### config.mk
export PLATFORM = sky130hd
export DESIGN_NAME = miniMips
export DESIGN_NICKNAME = d
export VERILOG_FILES = /design/src/design/isaPkg.sv /design/src/design/ctrlPkg.sv /design/src/design/ctrlIf.sv /design/src/design/regFile.sv /design/src/design/aluUnit.sv /design/src/design/controller.sv /design/src/design/datapath.sv /design/src/design/miniMips.sv
export VERILOG_INCLUDE_DIRS = /design/src /design/src/design
export SDC_FILE = /design/constraint.sdc
export NUM_CORES = 1
export LEC_CHECK = 0
export BUFFER_PORTS_ARGS = -buffer_cell sky130_fd_sc_hd__buf_2
export CAP_MARGIN = 20
export CORE_MARGIN = 2
export CORE_UTILIZATION = 64
export CTS_BUF_LIST = sky130_fd_sc_hd__clkbuf_4 sky130_fd_sc_hd__clkbuf_8
export CTS_CLUSTER_DIAMETER = 150
export DETAILED_ROUTE_END_ITERATION = 10
export PLACE_DENSITY_LB_ADDON = 0.2
export SYNTH_ARGS = -nofsm -noshare
export SYNTH_HDL_FRONTEND = slang
export SYNTH_SLANG_ARGS = --single-unit
### constraint.sdc
create_clock -name clk -period 4.7 [get_ports clk]
set_input_delay 0 -clock clk [delete_from_list [all_inputs] [get_ports clk]]
set_output_delay 0 -clock clk [all_outputs]
set_load 0.02 [all_outputs]
### src/design/mips_settings.svh
// width settings shared across the miniMips design
`ifndef MIPS_SETTINGS_SVH
`define MIPS_SETTINGS_SVH

// data and address width, one byte per bus transfer
`define mipsWidth 8

// eight registers in the register file
`define mipsRegBits 3

`define mipsInstrBytes 4   // bytes fetched per instruction word

`endif

### src/design/isaPkg.sv
// instruction set types: opcode and funct enums, instruction word union
package isaPkg;

   // primary opcodes of the supported subset
   typedef enum logic [5:0] {
      opRType = 6'b000000,
      opJ     = 6'b000010,
      opBeq   = 6'b000100,
      opAddi  = 6'b001000,
      opLb    = 6'b100000,
      opSb    = 6'b101000
   } opcodeT;

   typedef enum logic [5:0] {
      fnAdd = 6'b100000,
      fnSub = 6'b100010,
      fnAnd = 6'b100100,
      fnOr  = 6'b100101,
      fnSlt = 6'b101010
   } functT;

   typedef struct packed {
      opcodeT      opcode;
      logic [4:0]  rs;
      logic [4:0]  rt;
      logic [4:0]  rd;
      logic [4:0]  shamt;
      functT       funct;
   } rTypeFieldsT;

   typedef struct packed {
      opcodeT      opcode;
      logic [4:0]  rs;
      logic [4:0]  rt;
      logic [15:0] imm;     // also the jump target, low bits only
   } iTypeFieldsT;

   // one fetched word, seen as either format
   typedef union packed {
      rTypeFieldsT rType;
      iTypeFieldsT iType;
   } instrWordT;

endpackage

### src/design/ctrlPkg.sv
// control types: FSM states, ALU class and function, mux selects
package ctrlPkg;

   typedef enum logic [3:0] {
      FETCH1  = 4'b0000,
      FETCH2  = 4'b0010,
      FETCH3  = 4'b0011,
      FETCH4  = 4'b0100,
      DECODE  = 4'b0101,
      MEMADR  = 4'b0110,
      LBRD    = 4'b0111,
      LBWR    = 4'b1000,
      SBWR    = 4'b1001,
      RTYPEEX = 4'b1010,
      RTYPEWR = 4'b1011,
      BEQEX   = 4'b1100,
      JEX     = 4'b1101,
      ADDIEX  = 4'b1110,
      ADDIWR  = 4'b1111
   } ctrlStateT;

   typedef enum logic [1:0] {aluClsAdd = 2'b00, aluClsSub = 2'b01, aluClsFunct = 2'b10} aluClassT;

   // bit 2 selects the inverted operand and carry in
   typedef enum logic [2:0] {
      aluAnd = 3'b000,
      aluOr  = 3'b001,
      aluAdd = 3'b010,
      aluSub = 3'b110,
      aluSlt = 3'b111
   } aluFuncT;

   typedef enum logic [1:0] {srcBRegB, srcBOne, srcBImm, srcBImmX4} srcBSelT;
   typedef enum logic [1:0] {pcSrcAluResult, pcSrcAluOut, pcSrcJump} pcSrcSelT;

endpackage

### src/design/ctrlIf.sv
// controller to datapath command and status interface
`timescale 1ns/10ps
`include "mips_settings.svh"

interface ctrlIf
   import isaPkg::*, ctrlPkg::*;
();
   logic [`mipsInstrBytes-1:0] irByteWrite;   // one byte lane per fetch state
   logic                       pcEn;
   logic                       mdrWrite;
   logic                       regWrite;
   logic                       regDst;        // rd when high, rt otherwise
   logic                       memToReg;
   logic                       iOrD;          // bus address from ALUOut when high
   logic                       srcASel;       // A register when high, PC otherwise
   srcBSelT                    srcBSel;
   pcSrcSelT                   pcSrc;
   aluClassT                   aluClass;

   // status back to the FSM
   opcodeT                     opcode;
   functT                      funct;
   logic                       zero;

   modport ctrlSide (output irByteWrite, pcEn, mdrWrite, regWrite, regDst, memToReg,
                     iOrD, srcASel, srcBSel, pcSrc, aluClass,
                     input opcode, funct, zero);
   modport dpSide   (input irByteWrite, pcEn, mdrWrite, regWrite, regDst, memToReg,
                     iOrD, srcASel, srcBSel, pcSrc, aluClass,
                     output opcode, funct, zero);
endinterface

### src/design/regFile.sv
// register file with two read ports and one write port, register 0 reads zero
`timescale 1ns/10ps
`include "mips_settings.svh"

module regFile (
   input  logic                    clk,
   input  logic                    reset,
   input  logic                    regWrite,
   input  logic [`mipsRegBits-1:0] readAddrA,
   input  logic [`mipsRegBits-1:0] readAddrB,
   input  logic [`mipsRegBits-1:0] writeAddr,
   input  logic [`mipsWidth-1:0]   writeData,
   output logic [`mipsWidth-1:0]   readDataA,
   output logic [`mipsWidth-1:0]   readDataB
);
   logic [`mipsWidth-1:0] regs [2**`mipsRegBits];

   always_ff @(posedge clk)
   begin
      if (!reset)
         regs <= '{default: '0};
      else if (regWrite)
         regs[writeAddr] <= writeData;
   end

   // combinational reads
   assign readDataA = (readAddrA == '0) ? '0 : regs[readAddrA];
   assign readDataB = (readAddrB == '0) ? '0 : regs[readAddrB];
endmodule

### src/design/aluUnit.sv
// ALU function decode and and/or/add/sub/slt datapath with zero flag
`timescale 1ns/10ps
`include "mips_settings.svh"

module aluUnit
   import isaPkg::*, ctrlPkg::*;
(
   input  logic [`mipsWidth-1:0] srcA,
   input  logic [`mipsWidth-1:0] srcB,
   input  aluClassT              aluClass,
   input  functT                 funct,
   output logic [`mipsWidth-1:0] result,
   output logic                  zero
);
   aluFuncT               aluFunc;
   logic [`mipsWidth-1:0] opB;
   logic [`mipsWidth-1:0] sum;
   logic                  overflow;
   logic                  lessThan;

   always_comb
   begin
      case (aluClass)
         aluClsAdd: aluFunc = aluAdd;   // address and pc arithmetic
         aluClsSub: aluFunc = aluSub;   // beq compare
         default:
         begin
            case (funct)
               fnSub:   aluFunc = aluSub;
               fnAnd:   aluFunc = aluAnd;
               fnOr:    aluFunc = aluOr;
               fnSlt:   aluFunc = aluSlt;
               default: aluFunc = aluAdd;
            endcase
         end
      endcase
   end

   assign opB = aluFunc[2] ? ~srcB : srcB;
   assign sum = srcA + opB + `mipsWidth'(aluFunc[2]);

   // signed less-than from the difference, corrected for overflow
   assign overflow = (srcA[`mipsWidth-1] != srcB[`mipsWidth-1]) &&
                     (sum[`mipsWidth-1] != srcA[`mipsWidth-1]);
   assign lessThan = sum[`mipsWidth-1] ^ overflow;

   always_comb
   begin
      case (aluFunc)
         aluAnd:  result = srcA & srcB;
         aluOr:   result = srcA | srcB;
         aluSlt:  result = `mipsWidth'(lessThan);
         default: result = sum;
      endcase
   end

   assign zero = (result == '0);

   // byFunct is only issued from the R-type execute state
   always_comb
   begin
      if (aluClass == aluClsFunct)
         assert final (funct inside {fnAdd, fnSub, fnAnd, fnOr, fnSlt})
            else $error("R-type execute with unknown funct %b", funct);
   end
endmodule

### src/design/controller.sv
// multicycle FSM, Wishbone cycle control and PC enable logic
`timescale 1ns/10ps

module controller
   import isaPkg::*, ctrlPkg::*;
(
   input  logic    clk,
   input  logic    reset,
   ctrlIf.ctrlSide ctrl,
   input  logic    wbAck,
   output logic    wbCyc,
   output logic    wbStb,
   output logic    wbWe
);
   ctrlStateT state;
   ctrlStateT nextState;
   logic      busOn;         // low in reset and for the first cycle after it
   logic      memState;
   logic      busAck;        // ack of our own strobe
   logic      pcWrite;
   logic      pcWriteCond;

   always_ff @(posedge clk)
   begin
      if (!reset)
      begin
         state <= FETCH1;
         busOn <= 1'b0;
      end
      else
      begin
         state <= nextState;
         busOn <= 1'b1;
      end
   end

   // --------------------------------------------------------------------------
   // bus cycle control
   // --------------------------------------------------------------------------
   assign memState = state inside {FETCH1, FETCH2, FETCH3, FETCH4, LBRD, SBWR};
   assign wbCyc    = busOn & memState;
   assign wbStb    = wbCyc;
   assign wbWe     = wbCyc & (state == SBWR);
   assign busAck   = wbStb & wbAck;

   // memory states wait here for ack
   always_comb
   begin
      nextState = state;
      case (state)
         FETCH1:  if (busAck) nextState = FETCH2;
         FETCH2:  if (busAck) nextState = FETCH3;
         FETCH3:  if (busAck) nextState = FETCH4;
         FETCH4:  if (busAck) nextState = DECODE;
         DECODE:
         begin
            case (ctrl.opcode)
               opAddi:       nextState = ADDIEX;
               opLb, opSb:   nextState = MEMADR;
               opRType:      nextState = RTYPEEX;
               opBeq:        nextState = BEQEX;
               opJ:          nextState = JEX;
               default:      nextState = FETCH1;   // unsupported opcode
            endcase
         end
         MEMADR:  nextState = (ctrl.opcode == opLb) ? LBRD : SBWR;
         LBRD:    if (busAck) nextState = LBWR;
         SBWR:    if (busAck) nextState = FETCH1;
         ADDIEX:  nextState = ADDIWR;
         RTYPEEX: nextState = RTYPEWR;
         default: nextState = FETCH1;   // all writeback and branch states
      endcase
   end

   // --------------------------------------------------------------------------
   // datapath commands
   // --------------------------------------------------------------------------
   always_comb
   begin
      ctrl.irByteWrite = '0;
      ctrl.mdrWrite    = 1'b0;
      ctrl.regWrite    = 1'b0;
      ctrl.regDst      = 1'b0;
      ctrl.memToReg    = 1'b0;
      ctrl.iOrD        = 1'b0;
      ctrl.srcASel     = 1'b0;
      ctrl.srcBSel     = srcBRegB;
      ctrl.pcSrc       = pcSrcAluResult;
      ctrl.aluClass    = aluClsAdd;
      pcWrite          = 1'b0;
      pcWriteCond      = 1'b0;
      case (state)
         FETCH1, FETCH2, FETCH3, FETCH4:
         begin
            ctrl.irByteWrite = {state == FETCH4, state == FETCH3,
                                state == FETCH2, state == FETCH1} & {4{busAck}};
            ctrl.srcBSel     = srcBOne;   // pc + 1 per byte
            pcWrite          = busAck;
         end
         DECODE:  ctrl.srcBSel = srcBImmX4;   // branch target into ALUOut
         // the load/store address is recomputed while the bus waits
         MEMADR, LBRD, SBWR:
         begin
            ctrl.srcASel  = 1'b1;
            ctrl.srcBSel  = srcBImm;
            ctrl.iOrD     = (state != MEMADR);
            ctrl.mdrWrite = (state == LBRD) & busAck;
         end
         LBWR:
         begin
            ctrl.regWrite = 1'b1;
            ctrl.memToReg = 1'b1;
         end
         ADDIEX:
         begin
            ctrl.srcASel = 1'b1;
            ctrl.srcBSel = srcBImm;
         end
         ADDIWR:  ctrl.regWrite = 1'b1;
         RTYPEEX:
         begin
            ctrl.srcASel  = 1'b1;
            ctrl.aluClass = aluClsFunct;
         end
         RTYPEWR:
         begin
            ctrl.regDst   = 1'b1;
            ctrl.regWrite = 1'b1;
         end
         BEQEX:
         begin
            ctrl.srcASel  = 1'b1;
            ctrl.aluClass = aluClsSub;
            ctrl.pcSrc    = pcSrcAluOut;
            pcWriteCond   = 1'b1;
         end
         JEX:
         begin
            ctrl.pcSrc = pcSrcJump;
            pcWrite    = 1'b1;
         end
         default: ;
      endcase
   end

   assign ctrl.pcEn = pcWrite | (pcWriteCond & ctrl.zero);

   // a store strobe stays put until its ack
   assert property (@(posedge clk) disable iff (!reset)
                    wbWe && !wbAck |=> wbWe && state == SBWR);
endmodule

### src/design/datapath.sv
// datapath with instruction register, PC, MDR, A/B/ALUOut and the operand muxes
`timescale 1ns/10ps
`include "mips_settings.svh"

module datapath
   import isaPkg::*, ctrlPkg::*;
(
   input  logic                  clk,
   input  logic                  reset,
   ctrlIf.dpSide                 ctrl,
   input  logic [`mipsWidth-1:0] wbDatIn,
   output logic [`mipsWidth-1:0] wbAdr,
   output logic [`mipsWidth-1:0] wbDatOut
);
   instrWordT               instr;
   logic [`mipsWidth-1:0]   pc;
   logic [`mipsWidth-1:0]   nextPc;
   logic [`mipsWidth-1:0]   mdr;
   logic [`mipsWidth-1:0]   regA;
   logic [`mipsWidth-1:0]   regB;
   logic [`mipsWidth-1:0]   aluOut;
   logic [`mipsWidth-1:0]   readDataA;
   logic [`mipsWidth-1:0]   readDataB;
   logic [`mipsWidth-1:0]   srcA;
   logic [`mipsWidth-1:0]   srcB;
   logic [`mipsWidth-1:0]   aluResult;
   logic [`mipsWidth-1:0]   writeData;
   logic [`mipsWidth-1:0]   immX4;      // word offset and jump target
   logic [`mipsRegBits-1:0] writeReg;

   // --------------------------------------------------------------------------
   // state registers
   // --------------------------------------------------------------------------
   always_ff @(posedge clk)
   begin
      if (!reset)
      begin
         instr  <= '0;
         pc     <= '0;
         mdr    <= '0;
         regA   <= '0;
         regB   <= '0;
         aluOut <= '0;
      end
      else
      begin
         for (int i = 0; i < `mipsInstrBytes; i++)
         begin
            if (ctrl.irByteWrite[i])
               instr[i*`mipsWidth +: `mipsWidth] <= wbDatIn;   // little-endian lanes
         end
         if (ctrl.pcEn)
            pc <= nextPc;
         if (ctrl.mdrWrite)
            mdr <= wbDatIn;
         regA   <= readDataA;
         regB   <= readDataB;
         aluOut <= aluResult;
      end
   end

   assign immX4 = {instr.iType.imm[`mipsWidth-3:0], 2'b00};

   assign writeReg  = ctrl.regDst ? instr.rType.rd[`mipsRegBits-1:0]
                                  : instr.iType.rt[`mipsRegBits-1:0];
   assign writeData = ctrl.memToReg ? mdr : aluOut;
   assign srcA      = ctrl.srcASel ? regA : pc;

   always_comb
   begin
      case (ctrl.srcBSel)
         srcBOne:   srcB = `mipsWidth'(1);
         srcBImm:   srcB = instr.iType.imm[`mipsWidth-1:0];
         srcBImmX4: srcB = immX4;
         default:   srcB = regB;
      endcase
      case (ctrl.pcSrc)
         pcSrcAluOut: nextPc = aluOut;
         pcSrcJump:   nextPc = immX4;
         default:     nextPc = aluResult;
      endcase
   end

   assign wbAdr    = ctrl.iOrD ? aluOut : pc;
   assign wbDatOut = regB;   // store data is rt

   assign ctrl.opcode = instr.iType.opcode;
   assign ctrl.funct  = instr.rType.funct;

   regFile u_regFile (
      .clk       (clk),
      .reset     (reset),
      .regWrite  (ctrl.regWrite),
      .readAddrA (instr.iType.rs[`mipsRegBits-1:0]),
      .readAddrB (instr.iType.rt[`mipsRegBits-1:0]),
      .writeAddr (writeReg),
      .writeData (writeData),
      .readDataA (readDataA),
      .readDataB (readDataB)
   );

   aluUnit u_aluUnit (
      .srcA     (srcA),
      .srcB     (srcB),
      .aluClass (ctrl.aluClass),
      .funct    (ctrl.funct),
      .result   (aluResult),
      .zero     (ctrl.zero)
   );

   assert property (@(posedge clk) disable iff (!reset)
                    (ctrl.pcEn || ctrl.mdrWrite) |-> !$isunknown(wbAdr));
endmodule

### src/design/miniMips.sv
// miniMips top level: controller and datapath on a Wishbone classic master port
`timescale 1ns/10ps
`include "mips_settings.svh"

module miniMips (
   input  logic                  clk,
   input  logic                  reset,
   output logic                  wbCyc,
   output logic                  wbStb,
   output logic                  wbWe,
   output logic [`mipsWidth-1:0] wbAdr,
   output logic [`mipsWidth-1:0] wbDatOut,
   input  logic [`mipsWidth-1:0] wbDatIn,
   input  logic                  wbAck
);
   ctrlIf u_ctrlIf ();

   // fsm owns the handshake
   controller u_controller (
      .clk   (clk),
      .reset (reset),
      .ctrl  (u_ctrlIf.ctrlSide),
      .wbAck (wbAck),
      .wbCyc (wbCyc),
      .wbStb (wbStb),
      .wbWe  (wbWe)
   );

   datapath u_datapath (
      .clk      (clk),
      .reset    (reset),
      .ctrl     (u_ctrlIf.dpSide),
      .wbDatIn  (wbDatIn),
      .wbAdr    (wbAdr),      // pc or ALUOut
      .wbDatOut (wbDatOut)
   );
endmodule

==> results of run 1 <==
==> per-layer routing <==
layer  track usage, %  wire length (um)
met1             43.5              8360
met2             56.2              9960
met3             6.26              1500
met4             15.6               844
met5                0                 0
==> cells in the mapped netlist, drive strengths merged (13+ instances only) <==
master and instances:
buf 15, mux4 32, a21oi 40, mux2 20, inv 13, nor2 150
nand3 25, clkbuf 29, mux2i 108, dfxtp 132, o21ai 21, nor3 14
nand2 49
==> placed cells by master, fill, tap and decap left out, types with 5 or more instances in the layout <==
cell type,count
a211oi_1,6
a21oi_1,38
a22oi_1,8
a31oi_1,5
and2_1,11
buf_2,30
buf_4,22
clkbuf_8,20
clkinv_2,5
dfxtp_1,130
dlygate4sd3_1,10
ha_1,11
inv_1,12
mux2_2,20
mux2i_1,108
mux4_2,32
nand2_1,49
nand2b_1,6
nand3_1,25
nor2_1,150
nor3_1,11
o211ai_1,5
o21ai_0,16
o21ai_1,5
o31ai_1,6
xnor2_1,8
==> power by group <==
part	leakage [nW]	switching, mW	internal [mW]
logic	2.34	0.127	0.0788
clock network	0.178	0.422	0.418
registers	1.07	0.0191	1.13
total	3.58	0.567	1.63
==> state kept, by name, indices dropped and copies added, names as in the netlist <==
name / flops
u_controller.busOn: 1
u_controller.state: 4
u_datapath.aluOut: 8
u_datapath.instr: 23
u_datapath.mdr: 8
u_datapath.pc: 8
u_datapath.regA: 8
u_datapath.u_regFile.regs: 64
u_datapath.wbDatOut: 8
==> worst max path at each step <==
stage	endpoint	start	cells after the start
final	u_datapath.pc[3]$_SDFFE_PN0P_	u_controller.state[0]$_SDFFE_PN0P_	18
after global placement	u_datapath.pc[0]$_SDFFE_PN0P_	u_controller.state[2]$_SDFFE_PN0P_	17
after detailed placement	u_datapath.pc[0]$_SDFFE_PN0P_	u_controller.state[2]$_SDFFE_PN0P_	18
after global routing	u_datapath.pc[7]$_SDFFE_PN0P_	u_controller.state[0]$_SDFFE_PN0P_	18
after CTS	u_datapath.pc[0]$_SDFFE_PN0P_	u_controller.state[2]$_SDFFE_PN0P_	18
after floorplan	u_datapath.pc[2]$_SDFFE_PN0P_	u_controller.state[1]$_SDFFE_PN0P_	18
==> per-stage QoR <==
step	instance area, sq um	std cells	hold slack (ps)	total power [mW]
after floorplan	7480	795	27.7	1.31
after global placement	7750	943	295	1.36
after detailed placement	7760	944	299	1.36
after CTS	8210	986	373	2.19
after global routing	8290	992	390	2.27
final	8290	992	378	2.20
==> critical path, stage by stage, from the launching register on <==
cell and delay, ps:
dfxtp_1 570, buf_4 310, inv_1 140, a211oi_1 310, a221oi_2 100, xor2_1 210, inv_1 90, fa_1 450
nand2b_1 160, a21oi_1 230, a31oi_1 130, mux2i_1 210, nand4_1 140, nor4_2 210, a41oi_1 210, a211oi_4 240
buf_12 170, mux2i_1 200, nor2_1 50
==> area by class of cell <==
type	count	share of cell area [%]
multi-input combinational	605	55.3
inverter	14	0.634
clock inverter	9	0.664
sequential	132	31.9
clock buffer	23	3.59
tap	143	2.16
timing repair buffer	66	5.73
==> cell families after synthesis <==
family / synth area share [%]
xor+xnor: 1.39
simple gates: 17.5
mux: 27.1
compound gates: 13.0
flops: 35.3
buf+inv: 3.48
fa+ha+maj: 2.24
==> timing repair <==
action | in CTS | in global routing
hold buffers | 10 | 0
setup buffers | 0 | 2
resized for setup | 0 | 3
endpoints found under the setup margin | 0 | 8
hold endpoints to repair | 41 | 0
==> reports/results.txt, run 1 <==
Routed wire length per instance: 20.8 um
Post-synthesis sequential area ratio: 35.3%
Worst Path Arrival: 4600 ps
First-pass GRT wire length: 33300 um
Peak VDD IR: 0.346 mV
Hold Path Stages: 4
Largest net degree at the start of global routing: 64
RePlAce Congestion: 0.970
Total I/O pin count: 30
Fin Clk Skew: 10.5 ps
# Max-Cap Violations: 0
Ys Warns: 0
Worst r2r dst: u_datapath.pc[3]$_SDFFE_PN0P_
H-Tree Depth: 4
Number of global-route vias before repair: 6297
Initial Util: 65.5%
CTS sink cnt: 132
Worst R2R Setup Slack: 440 ps
Top FF cell, synth: dfxtp_1
Slew Limit Fails: 0
Area delta synth->final: 10.8%
WP data required: 5040 ps
Status: completed
Via-to-Cell Ratio: 6.43
Num CTS Buffers: 17
HP Start: wbDatIn[0]
Kind of critical path: flop to flop
FMAX: 235 MHz
Total track usage: 34.0%
Clk slew on worst S/H paths: 70 ps
DR iter-0 viols: 531
DR vias: 6379
Routed wire length: 20700 um
RSZ-0062 raised after global routing: false
Syn avg cell area: 9.41 sq um
DIE AREA: 0.0126 sq mm
Synth top area share: 35.3%
Worst Path Max Fanout: 21
Die Y: 112 um
Dpl ws: 166 ps
Hpwl dp: 14800 um
Die Wd: 112 um
Cell taking the most area after synthesis: dfxtp_1
Ys async rst share: 0%
Post-Syn Area: 0.00748 sq mm
Cell Rows: 39
Static Leak: 3.58 nW
Synth Net Count: 818
Post-synth EDFFs: 0
Final setup fails: 0
Synthesized instance count: 795
Origin of the critical flop-to-flop path: u_controller.state[0]$_SDFFE_PN0P_
Core box area: 0.0114 sq mm
Diode count: 0
I/O Buffers: 29
Worst setup SP type: flop
Layout cells sized above 1: 19.4%
Multi-input gate area: 0.00459 sq mm
Remaining global-route overflow: 0
Final antenna-violating net count: 0
DRT Pass-1 Iters: 5
Clk_lat worst skew: 450 ps
Distinct cells, synth: 77
Pwr Density: 265 mW/mm^2
Clock Path Buffers: 2
Number of synthesized register bits: 132
Min Tclk post-route: 4260 ps
Min-delay worst type: input port to flop
Worst R2R Path Depth: 18
Final core occ: 72.6%
Root buf cell: clkbuf_8
Slew @ Worst Pin: 951 ps
Final Cycle Share: 90.6%
Hold Vio Cnt, Final: 0
Largest cells by area after synthesis: dfxtp_1 35%, mux2i_1 14%, mux4_2 9.6%
DRC: 0
Total Neg Setup Slack: 0 ps
CTS tree: built
Hold endpoint: u_datapath.mdr[0]$_SDFFE_PN0P_
Fillers: 859
Sequential cell area: 0.00265 sq mm
Setup slack after layout: 440 ps
Final #Nets: 859
Initial antenna violation count: 0
Worst slew margin: 36.4%
Crit. End Element: flop
Note: power is estimated with default switching activity, not from simulation.
==> run 2, diff against run 1 <==
--- a/config.mk
+++ b/config.mk
@@ -13,7 +13,7 @@
 export CTS_BUF_LIST = sky130_fd_sc_hd__clkbuf_4 sky130_fd_sc_hd__clkbuf_8
 export CTS_CLUSTER_DIAMETER = 150
 export DETAILED_ROUTE_END_ITERATION = 10
-export PLACE_DENSITY_LB_ADDON = 0.2
+export PLACE_DENSITY_LB_ADDON = 0.08
 export SYNTH_ARGS = -nofsm -noshare
 export SYNTH_HDL_FRONTEND = slang
 export SYNTH_SLANG_ARGS = --single-unit
==> reports/results.txt, run 2 (same netlist as run 1, synthesis figures left out) <==
Status: completed
Diode count: 0
Max reg flops: 64
Hold Vio Cnt, Final: 0
Peak VDD IR: 0.206 mV
DRC: 0
CTS tree: built
Final Cycle Share: 92.3%
Core box area: 0.0114 sq mm
Cell Rows: 39
Die Y: 112 um
Routed wire length: 20700 um
Min Tclk post-route: 4340 ps
Clock share of power: 42.0%
Worst slew margin: 33.1%
Most frequent cells in the layout: 150 x nor2_1, 130 x dfxtp_1, 108 x mux2i_1
Worst Path Arrival: 4620 ps
First-pass GRT wire length: 33100 um
Largest Register: u_datapath.u_regFile.regs
Clock Path Buffers: 2
Area delta synth->final: 11.5%
Fillers: 799
Final setup fails: 0
Hpwl dp: 15100 um
Sequential power share: 49.2%
I/O Buffers: 29
Worst hold margin: 12.6 ps
Placed cell areas: 0.00777 sq mm
Sequential cell area: 0.00265 sq mm
Pwr Density: 280 mW/mm^2
H-Tree Depth: 4
Slew Limit Fails: 0
Worst setup SP type: flop
Static Leak: 3.59 nW
Layout cells sized above 1: 19.1%
Die Wd: 112 um
Fin Clk Skew: 19.8 ps
Min-delay worst type: input port to flop
Post-Layout Inst Area: 0.00835 sq mm
Worst Path Max Fanout: 13
Root buf cell: clkbuf_8
Largest net degree at the start of global routing: 56
Largest regs: u_datapath.u_regFile.regs (64), u_datapath.instr (23)
RSZ-0062 raised after global routing: false
Crit. End Element: flop
Clk slew on worst S/H paths: 90 ps
Initial antenna violation count: 0
Slew @ Worst Pin: 1000 ps
Total track usage: 33.2%
Kind of critical path: flop to flop
Combinational group share of total power: 8.9%
Multi-input gate area: 0.00458 sq mm
WP data required: 4980 ps
CTS sink cnt: 132
# Max-Cap Violations: 0
DRT Pass-1 Iters: 5
Final antenna-violating net count: 0
Final #Nets: 857
Net Sw Power: 596 uW
Internal power: 1.74 mW
Fin cells: 989
Worst R2R Setup Slack: 360 ps
Initial Util: 65.5%
RePlAce Congestion: 0.926
Num CTS Buffers: 17
Number of global-route vias before repair: 6386
DIE AREA: 0.0126 sq mm
Final core occ: 73.1%
DR iter-0 viols: 484
Placed insts: 944
Total Neg Setup Slack: 0 ps
Routed wire length per instance: 20.9 um
Total I/O pin count: 30
Remaining global-route overflow: 0
Sw Ratio: 25.5%
FMAX: 230 MHz
Leading cell type in the layout, fill and taps excluded: nor2_1
DR vias: 6382
Via-to-Cell Ratio: 6.45
Clk_lat worst skew: 440 ps
[run 2: final timing paths]
check / start / to / cells past startpoint
worst max-delay path: u_controller.state[0]$_SDFFE_PN0P_ / u_datapath.pc[0]$_SDFFE_PN0P_ / 17
worst max register to register: u_controller.state[0]$_SDFFE_PN0P_ / u_datapath.pc[0]$_SDFFE_PN0P_ / 17
worst min register to register: u_datapath.instr[13]$_SDFFE_PN0P_ / u_datapath.instr[13]$_SDFFE_PN0P_ / 2
worst min-delay path: wbAck / u_controller.state[3]$_SDFFE_PN0P_ / 4
[run 2: routing by layer]
| layer | vias to the layer above | GRT usage (%) | part of all wire [%] |
|---|---|---|---|
| met1 | 3128 | 41.4 | 41 |
| li1 | 2967 | - | - |
| met5 | - | 0 | 0 |
| met4 | 0 | 13.2 | 2.5 |
| met2 | 250 | 57.7 | 51 |
| met3 | 37 | 5.51 | 5.6 |
[run 2: critical path: stages (launching register included)]
cell       delay, ps
dfxtp_1          590
nor3b_1          470
a211oi_1         120
a221oi_2         290
xor2_1           230
inv_1             90
fa_1             460
nand2b_1         160
a21oi_1          200
a31oi_1          140
mux2i_1          200
nand4_1          120
nor4_2           250
a41oi_1          220
a211oi_4         230
buf_12           170
o211a_1          170
a2111oi_2         60
[run 2: power groups by stage]
| stage | clock network, mW | logic [mW] | registers, mW |
|---|---|---|---|
| floorplan | 0 | 0.144 | 1.16 |
| global placement | 0 | 0.188 | 1.17 |
| detailed placement | 0 | 0.192 | 1.18 |
| CTS | 0.986 | 0.200 | 1.15 |
| global route | 1.03 | 0.224 | 1.15 |
| finish | 0.981 | 0.208 | 1.15 |
[run 2: area by class of cell]
type	instances	share of cell area, %
clock buffers	18	2.97
flip-flops and latches	132	31.7
repair buffers	64	5.76
clock inverters	13	1.92
inverters	14	0.630
multi-input cells	605	54.9
well taps	143	2.14
[run 2: through the flow]
stage          setup WS (ps)  power, mW
4_1_cts                 33.9       2.34
5_1_grt                 3.05       2.40
2_1_floorplan            996       1.31
3_3_place_gp             250       1.36
6_report                 360       2.34
3_5_place_dp            25.8       1.37
[run 2: what timing repair did]
item / CTS / global route
endpoints found under the hold margin: 36 / 0
pin swaps: 0 / 1
endpoints found under the setup margin: 1 / 8
hold buffers: 9 / 0
buffers inserted: 0 / 2
gates resized for setup: 1 / 1
